[config.mk]
export PLATFORM = sky130hd
export DESIGN_NAME = axi_write_interconnect
export DESIGN_NICKNAME = d
export VERILOG_FILES = /design/src/axi_bus_pkg.sv /design/src/axi_master_mux_aw.sv /design/src/axi_master_mux_w.sv /design/src/axi_slave_demux_b.sv /design/src/axi_write_arbiter.sv /design/src/axi_write_interconnect.sv
export SDC_FILE = /design/constraint.sdc
export NUM_CORES = 1
export LEC_CHECK = 0
export BUFFER_PORTS_ARGS = -buffer_cell sky130_fd_sc_hd__buf_2
export CAP_MARGIN = 40
export CELL_PAD_IN_SITES_DETAIL_PLACEMENT = 0
export CELL_PAD_IN_SITES_GLOBAL_PLACEMENT = 1
export CORE_AREA = 2 2 139 141
export CTS_CLUSTER_DIAMETER = 80
export DETAILED_ROUTE_END_ITERATION = 8
export DIE_AREA = 0 0 141 143
export GPL_TIMING_DRIVEN = 1
export HOLD_SLACK_MARGIN = 0.02
export PLACE_DENSITY_LB_ADDON = 0.1
export SLEW_MARGIN = 20
export SYNTH_ARGS = -nofsm -noshare
export SYNTH_HDL_FRONTEND = slang
export SYNTH_HIERARCHICAL = 1
export SYNTH_SLANG_ARGS = --single-unit
[constraint.sdc]
create_clock -name aclk -period 8.1 [get_ports aclk]
set_clock_uncertainty 0.2 [all_clocks]
set_input_delay 0.405 -clock aclk [delete_from_list [all_inputs] [get_ports aclk]]
set_output_delay 0.405 -clock aclk [all_outputs]
set_load 0.1 [all_outputs]
[src/axi_bus_pkg.sv]
package axi_bus_pkg;

    // ~~~~~~~~~~~~~~~~~~~~~~~~~~~~~~~~~~~~~~~~
    // Bus widths
    // ~~~~~~~~~~~~~~~~~~~~~~~~~~~~~~~~~~~~~~~~
    localparam int ADDR_WIDTH = 32;
    localparam int DATA_WIDTH = 32;
    localparam int STRB_WIDTH = DATA_WIDTH / 8;

    // ~~~~~~~~~~~~~~~~~~~~~~~~~~~~~~~~~~~~~~~~
    // Channel payloads
    // ~~~~~~~~~~~~~~~~~~~~~~~~~~~~~~~~~~~~~~~~

    // Write address
    typedef struct packed {
        logic [ADDR_WIDTH-1:0] addr;
        logic [7:0]            len;
        logic [2:0]            size;
        logic [1:0]            burst;
    } axi_aw_t;

    // Write data beat
    typedef struct packed {
        logic [DATA_WIDTH-1:0] data;
        logic [STRB_WIDTH-1:0] strb;
        logic                  last;
    } axi_w_t;

    // Write response
    typedef struct packed {
        logic [1:0] resp;
    } axi_b_t;

    // ~~~~~~~~~~~~~~~~~~~~~~~~~~~~~~~~~~~~~~~~
    // Arbiter phases
    // ~~~~~~~~~~~~~~~~~~~~~~~~~~~~~~~~~~~~~~~~
    typedef enum logic [1:0] {
        ARB_IDLE,
        ARB_ADDR,
        ARB_DATA,
        ARB_RESP
    } arb_state_t;

endpackage

[src/axi_master_mux_aw.sv]
`timescale 1ns/1ps

module axi_master_mux_aw
    import axi_bus_pkg::*;
#(
    parameter int NUM_MASTERS = 3
) (
    input  logic    [NUM_MASTERS-1:0] grant,
    input  axi_aw_t [NUM_MASTERS-1:0] m_aw,
    input  logic    [NUM_MASTERS-1:0] m_awvalid,
    output logic    [NUM_MASTERS-1:0] m_awready,
    output axi_aw_t                   s_aw,
    output logic                      s_awvalid,
    input  logic                      s_awready
);

    // ~~~~~~~~~~~~~~~~~~~~~~~~~~~~~~~~~~~~~~~~
    // Master to slave
    // ~~~~~~~~~~~~~~~~~~~~~~~~~~~~~~~~~~~~~~~~
    always_comb begin
        s_aw      = '0;
        s_awvalid = 1'b0;
        if ($onehot(grant)) begin
            for (int i = 0; i < NUM_MASTERS; i++) begin
                if (grant[i]) begin
                    s_aw      = m_aw[i];
                    s_awvalid = m_awvalid[i];
                end
            end
        end
    end

    // ~~~~~~~~~~~~~~~~~~~~~~~~~~~~~~~~~~~~~~~~
    // Ready back to the owner
    // ~~~~~~~~~~~~~~~~~~~~~~~~~~~~~~~~~~~~~~~~
    always_comb begin
        m_awready = '0;
        if ($onehot(grant)) begin
            for (int i = 0; i < NUM_MASTERS; i++) begin
                m_awready[i] = grant[i] & s_awready;
            end
        end
    end

endmodule

[src/axi_master_mux_w.sv]
`timescale 1ns/1ps

module axi_master_mux_w
    import axi_bus_pkg::*;
#(
    parameter int NUM_MASTERS = 3
) (
    input  logic   [NUM_MASTERS-1:0] grant,
    input  axi_w_t [NUM_MASTERS-1:0] m_w,
    input  logic   [NUM_MASTERS-1:0] m_wvalid,
    output logic   [NUM_MASTERS-1:0] m_wready,
    output axi_w_t                   s_w,
    output logic                     s_wvalid,
    input  logic                     s_wready
);

    // ~~~~~~~~~~~~~~~~~~~~~~~~~~~~~~~~~~~~~~~~
    // Data beat select
    // ~~~~~~~~~~~~~~~~~~~~~~~~~~~~~~~~~~~~~~~~

    // Beats only pass for a single owner
    always_comb begin
        s_w      = '0;
        s_wvalid = 1'b0;
        if ($onehot(grant)) begin
            for (int i = 0; i < NUM_MASTERS; i++) begin
                if (grant[i]) begin
                    s_w      = m_w[i];
                    s_wvalid = m_wvalid[i];
                end
            end
        end
    end

    // ~~~~~~~~~~~~~~~~~~~~~~~~~~~~~~~~~~~~~~~~
    // wready routing
    // ~~~~~~~~~~~~~~~~~~~~~~~~~~~~~~~~~~~~~~~~
    always_comb begin
        m_wready = '0;
        if ($onehot(grant)) begin
            for (int i = 0; i < NUM_MASTERS; i++) begin
                m_wready[i] = grant[i] & s_wready;
            end
        end
    end

    // No data toward the slave without an owner
    always_comb begin
        if (s_wvalid) begin
            wvalid_needs_grant: assert (grant != '0);
        end
    end

endmodule

[src/axi_slave_demux_b.sv]
`timescale 1ns/1ps

module axi_slave_demux_b
    import axi_bus_pkg::*;
#(
    parameter int NUM_MASTERS = 3
) (
    input  logic   [NUM_MASTERS-1:0] grant,
    input  axi_b_t                   s_b,
    input  logic                     s_bvalid,
    output logic                     s_bready,
    output axi_b_t [NUM_MASTERS-1:0] m_b,
    output logic   [NUM_MASTERS-1:0] m_bvalid,
    input  logic   [NUM_MASTERS-1:0] m_bready
);

    // ~~~~~~~~~~~~~~~~~~~~~~~~~~~~~~~~~~~~~~~~
    // Response fan-out
    // ~~~~~~~~~~~~~~~~~~~~~~~~~~~~~~~~~~~~~~~~

    // Payload goes everywhere, valid only to the owner
    always_comb begin
        for (int i = 0; i < NUM_MASTERS; i++) begin
            m_b[i]      = s_b;
            m_bvalid[i] = grant[i] & s_bvalid;
        end
    end

    // Back-pressure comes from the owner alone
    always_comb begin
        s_bready = 1'b0;
        if ($onehot(grant)) begin
            s_bready = |(grant & m_bready);
        end
    end

endmodule

[src/axi_write_arbiter.sv]
`timescale 1ns/1ps

module axi_write_arbiter
    import axi_bus_pkg::*;
#(
    parameter int NUM_MASTERS = 3
) (
    input  logic                   aclk,
    input  logic                   rst_n,
    input  logic [NUM_MASTERS-1:0] m_awvalid,
    input  logic                   s_awvalid,
    input  logic                   s_awready,
    input  logic                   s_wvalid,
    input  logic                   s_wready,
    input  axi_w_t                 s_w,
    input  logic                   s_bvalid,
    input  logic                   s_bready,
    output logic [NUM_MASTERS-1:0] grant
);

    localparam int IDX_WIDTH = (NUM_MASTERS > 1) ? $clog2(NUM_MASTERS) : 1;

    arb_state_t             state;
    logic [IDX_WIDTH-1:0]   last_idx;
    logic [IDX_WIDTH-1:0]   pick_idx;
    logic                   pick_valid;
    logic                   aw_fire;
    logic                   w_last_fire;
    logic                   b_fire;

    assign aw_fire     = s_awvalid && s_awready;
    assign w_last_fire = s_wvalid && s_wready && s_w.last;
    assign b_fire      = s_bvalid && s_bready;

    // ~~~~~~~~~~~~~~~~~~~~~~~~~~~~~~~~~~~~~~~~
    // Round-robin pick
    // ~~~~~~~~~~~~~~~~~~~~~~~~~~~~~~~~~~~~~~~~

    // Search starts one past the last winner
    always_comb begin
        int cand;
        pick_valid = 1'b0;
        pick_idx   = '0;
        for (int i = 1; i <= NUM_MASTERS; i++) begin
            cand = (int'(last_idx) + i) % NUM_MASTERS;
            if (!pick_valid && m_awvalid[cand]) begin
                pick_valid = 1'b1;
                pick_idx   = IDX_WIDTH'(cand);
            end
        end
    end

    // ~~~~~~~~~~~~~~~~~~~~~~~~~~~~~~~~~~~~~~~~
    // Transaction phases
    // ~~~~~~~~~~~~~~~~~~~~~~~~~~~~~~~~~~~~~~~~
    always_ff @(posedge aclk or negedge rst_n) begin
        if (!rst_n) begin
            state    <= ARB_IDLE;
            grant    <= '0;
            // Master 0 goes first after reset
            last_idx <= IDX_WIDTH'(NUM_MASTERS - 1);
        end else begin
            case (state)
                ARB_IDLE: begin
                    if (pick_valid) begin
                        grant    <= NUM_MASTERS'(1) << pick_idx;
                        last_idx <= pick_idx;
                        state    <= ARB_ADDR;
                    end
                end
                ARB_ADDR: begin
                    if (aw_fire) begin
                        state <= ARB_DATA;
                    end
                end
                ARB_DATA: begin
                    if (w_last_fire) begin
                        state <= ARB_RESP;
                    end
                end
                ARB_RESP: begin
                    if (b_fire) begin
                        grant <= '0;
                        state <= ARB_IDLE;
                    end
                end
                default: begin
                    grant <= '0;
                    state <= ARB_IDLE;
                end
            endcase
        end
    end

    // ~~~~~~~~~~~~~~~~~~~~~~~~~~~~~~~~~~~~~~~~
    // Checks
    // ~~~~~~~~~~~~~~~~~~~~~~~~~~~~~~~~~~~~~~~~
    grant_onehot0: assert property (
        @(posedge aclk) disable iff (!rst_n)
        $onehot0(grant)
    );

    // Owner holds the bus until the response completes
    grant_held: assert property (
        @(posedge aclk) disable iff (!rst_n)
        (state != ARB_IDLE) |=> (state == ARB_IDLE) || $stable(grant)
    );

endmodule

[src/axi_write_interconnect.sv]
`timescale 1ns/1ps

module axi_write_interconnect
    import axi_bus_pkg::*;
#(
    parameter int NUM_MASTERS = 3
) (
    input  logic                      aclk,
    input  logic                      rst_n,

    // Master side
    input  axi_aw_t [NUM_MASTERS-1:0] m_aw,
    input  logic    [NUM_MASTERS-1:0] m_awvalid,
    output logic    [NUM_MASTERS-1:0] m_awready,
    input  axi_w_t  [NUM_MASTERS-1:0] m_w,
    input  logic    [NUM_MASTERS-1:0] m_wvalid,
    output logic    [NUM_MASTERS-1:0] m_wready,
    output axi_b_t  [NUM_MASTERS-1:0] m_b,
    output logic    [NUM_MASTERS-1:0] m_bvalid,
    input  logic    [NUM_MASTERS-1:0] m_bready,

    // Slave side
    output axi_aw_t                   s_aw,
    output logic                      s_awvalid,
    input  logic                      s_awready,
    output axi_w_t                    s_w,
    output logic                      s_wvalid,
    input  logic                      s_wready,
    input  axi_b_t                    s_b,
    input  logic                      s_bvalid,
    output logic                      s_bready
);

    logic [NUM_MASTERS-1:0] grant;

    // ~~~~~~~~~~~~~~~~~~~~~~~~~~~~~~~~~~~~~~~~
    // Arbitration
    // ~~~~~~~~~~~~~~~~~~~~~~~~~~~~~~~~~~~~~~~~
    axi_write_arbiter #(
        .NUM_MASTERS (NUM_MASTERS)
    ) axi_write_arbiter_inst (
        .aclk      (aclk),
        .rst_n     (rst_n),
        .m_awvalid (m_awvalid),
        .s_awvalid (s_awvalid),
        .s_awready (s_awready),
        .s_wvalid  (s_wvalid),
        .s_wready  (s_wready),
        .s_w       (s_w),
        .s_bvalid  (s_bvalid),
        .s_bready  (s_bready),
        .grant     (grant)
    );

    // ~~~~~~~~~~~~~~~~~~~~~~~~~~~~~~~~~~~~~~~~
    // Channel steering
    // ~~~~~~~~~~~~~~~~~~~~~~~~~~~~~~~~~~~~~~~~
    axi_master_mux_aw #(
        .NUM_MASTERS (NUM_MASTERS)
    ) axi_master_mux_aw_inst (
        .grant     (grant),
        .m_aw      (m_aw),
        .m_awvalid (m_awvalid),
        .m_awready (m_awready),
        .s_aw      (s_aw),
        .s_awvalid (s_awvalid),
        .s_awready (s_awready)
    );

    axi_master_mux_w #(
        .NUM_MASTERS (NUM_MASTERS)
    ) axi_master_mux_w_inst (
        .grant    (grant),
        .m_w      (m_w),
        .m_wvalid (m_wvalid),
        .m_wready (m_wready),
        .s_w      (s_w),
        .s_wvalid (s_wvalid),
        .s_wready (s_wready)
    );

    axi_slave_demux_b #(
        .NUM_MASTERS (NUM_MASTERS)
    ) axi_slave_demux_b_inst (
        .grant    (grant),
        .s_b      (s_b),
        .s_bvalid (s_bvalid),
        .s_bready (s_bready),
        .m_b      (m_b),
        .m_bvalid (m_bvalid),
        .m_bready (m_bready)
    );

endmodule

==> run metrics <==
antenna violations before repair 5; Final Slew Violations 0; Boundary Pins 362; Via-to-Cell Ratio 4.73; die area 20200 um^2; fill cell count 2082; Setup crit start kind register; # Post-CTS Setup Buffers 0; Tmin final 4280 ps; DRT antenna net count 0; Core Region 18600 um^2; H-Tree Depth 1; crit-path most repeated cell buf_4; Sequential Area 188 um^2; Final Cycle Share 52.8%; worst endpoint required time 7500 ps; Die X 141 um; CP Max Fanout 57; layout net count 1064; flop and latch count out of synthesis 7; # DRC 0; DR pass1 iterations 4; syn nets 758; vias in the first global route 4935; critical path class reg2out; Final GP Congestion 0.807; FP Rows 50; DR iter-0 viols 102; Die H 143 um; cell accounting for the most synthesized area a221oi_2; Synth async-reset ratio 100%; Crit. Startpoint axi_write_arbiter_inst/grant[2]$_DFFE_PN0P_; Hold Vio Cnt, Final 0; Inst Count DP 1016; area growth from synthesis to final layout 45.2%; GRT Residual Overflow 0; post-synthesis sequential area ratio 4.36%; port bufs 353; status finished, final reports clean; reg2reg end axi_write_arbiter_inst/state[1]$_DFFE_PN0P_; CTS buffer count 3; Slew @ Worst Pin 784 ps; first-pass GRT wire length 26.0 mm; most common flop cell mapped by yosys dfrtp_1; Synth area leaders a221oi_2 (29%), nand3b_1 (16%), a21oi_2 (10%); clock latency on the worst-skew pair 230 ps; Non-Filler Instances 1027; top cell type's share of synthesized area 29.3%; Mapped Area 4050 um^2; worst reg2reg setup slack 4070 ps; RSZ-0062 raised after global routing no; All-Layer GR Usage 16.0%; Mapped Cells 484; Critical R2R Launch axi_write_arbiter_inst/grant[2]$_DFFE_PN0P_; r2r worst-path depth 10; Critical Path End Type primary output; yosys synthesis warning count 6; CP max-delay cell dfrtp_4; Avg Cell Area, Syn 8.37 um^2; detailed-placement wirelength estimate 13.9 mm; Routed WL per cell 17.0 um; max_slew headroom 47.7%; Fin Setup TNS 0 ps; crit path cell chain buf_4, buf_12, fa_1, nand2b_2, buf_4, a221oi_1, buf_2; Starting Density 21.8%; fmax 234 MHz; CTS max path bufs 2; Reg clk slew, reported paths 40 ps; Clock Sinks 7; Worst path max stage delay 710 ps; layout cell share with drive strength beyond 1 64.0%; Max-Cap Viols 0; Finish-stage setup viols 0; WL final 17.5 mm; Hold Crit Class in2async; crit path to s_awvalid; crit path DAT 3670 ps; Root Driver clkbuf_16; Post-synth EDFFs 0; largest net degree at the start of global routing 81; multi-input logic area 3040 um^2; Via Count 4854; Cell variety after synth 47; CTS tree done
## area by class of cell
| class | count | area share (%) |
|---|---|---|
| clock inverter | 1 | 0.0851 |
| multi-input combinational | 320 | 51.7 |
| inverter | 95 | 6.06 |
| clock buffer | 3 | 1.28 |
| tap | 234 | 4.98 |
| antenna | 4 | 0.170 |
| timing repair buffer | 363 | 32.6 |
| sequential | 7 | 3.19 |
## state kept, by name, summed over array words and instances (netlist names)
signal / cells
axi_write_arbiter_inst/state: 2
axi_write_arbiter_inst/last_idx: 2
axi_write_arbiter_inst/grant: 3
## cell usage in the layout (no fill, tap or decap), types with 2 or more instances in the layout
cell and count:
a211o_1 2, dfrtp_1 3, o32ai_1 4, inv_1 94, fa_1 3, a22o_1 2, ha_1 9, diode_2 4
a221oi_2 79, buf_4 4, and2_1 3, nand2_1 5, buf_12 4, clkbuf_16 3, nor2_1 4, a221oi_1 5
a21oi_2 48, nor2b_1 3, and3_1 6, nand3b_1 84, a21oi_1 40, dfrtp_4 3, buf_2 353
## worst min-delay path by stage
stage	cells after the start	from	slack, ps	endpoint
detailed placement	1	rst_n	60	axi_write_arbiter_inst/last_idx[0]$_DFFE_PN0P_
floorplan	0	rst_n	-90	axi_write_arbiter_inst/grant[0]$_DFFE_PN0P_
finish	2	rst_n	340	axi_write_arbiter_inst/grant[0]$_DFFE_PN0P_
CTS	2	rst_n	350	axi_write_arbiter_inst/grant[0]$_DFFE_PN0P_
global route	2	rst_n	360	axi_write_arbiter_inst/grant[0]$_DFFE_PN0P_
global placement	1	rst_n	60	axi_write_arbiter_inst/last_idx[0]$_DFFE_PN0P_
## what timing repair did
action / in CTS / in global routing
endpoints found under the setup margin: 0 / 0
gates resized for setup: 0 / 0
endpoints found under the hold margin: 6 / 0
hold buffers: 1 / 0
## metal layers
metal	part of all wire, %	GRT usage (%)	vias up	wire length (um)
li1	-	-	2408	-
met1	38	17.4	2231	6670
met2	53	31.3	189	9310
met3	6.3	3.25	24	1110
met4	2.2	4.05	2	388
met5	0.074	0	-	13
## through the flow
stage / setup WS (ps) / hold slack [ps] / area, um^2 / util [%]
after floorplan: 3150 / -90.6 / 4050 / -
after global placement: 3950 / 62.7 / 5670 / 30.5
after detailed placement: 4040 / 61.2 / 5740 / 30.9
after CTS: 3780 / 347 / 5830 / 31.4
after global routing: 3610 / 360 / 5880 / 31.6
final: 3820 / 341 / 5880 / 31.6
## critical path: cells and delay by family (launching register included)
kind,cells,cell delay [ps]
adder cells (fa/ha/maj),1,470
AND/OR/NAND/NOR,1,80
AO/OA/AOI/OAI,1,140
buffers and inverters,4,1970
flip-flops,1,710
## cell usage after synthesis (2+ instances only)
cell and n:
nand2b_1 2, buf_4 19, ha_1 9, inv_1 94
a21oi_1 40, a221oi_1 5, buf_6 13, nor2b_1 3
clkbuf_1 5, buf_12 3, dfrtp_1 6, fa_1 3
nand2_1 5, a21oi_2 48, and2_1 3, nand3b_1 84
buf_2 21, and3_1 6, a211o_1 2, a221oi_2 79
a22o_1 2, o32ai_1 4, nor2_1 4
## logic make-up (layout without fill, tap and decap cells)
group                      after synthesis  after routing  synth area share (%)
other                                    0              4                     0
AOI/OAI and AO/OA                      194            194                  50.7
adders and majority gates               12             12                  4.26
DFF                                      7              7                  4.36
muxes                                    2              2                 0.525
buffers and inverters                  157            462                  20.7
and+or+nand+nor                        112            112                  19.5
Power is not shown: default switching activity piles up to over one toggle a cycle in this logic, so the estimate is an artifact.
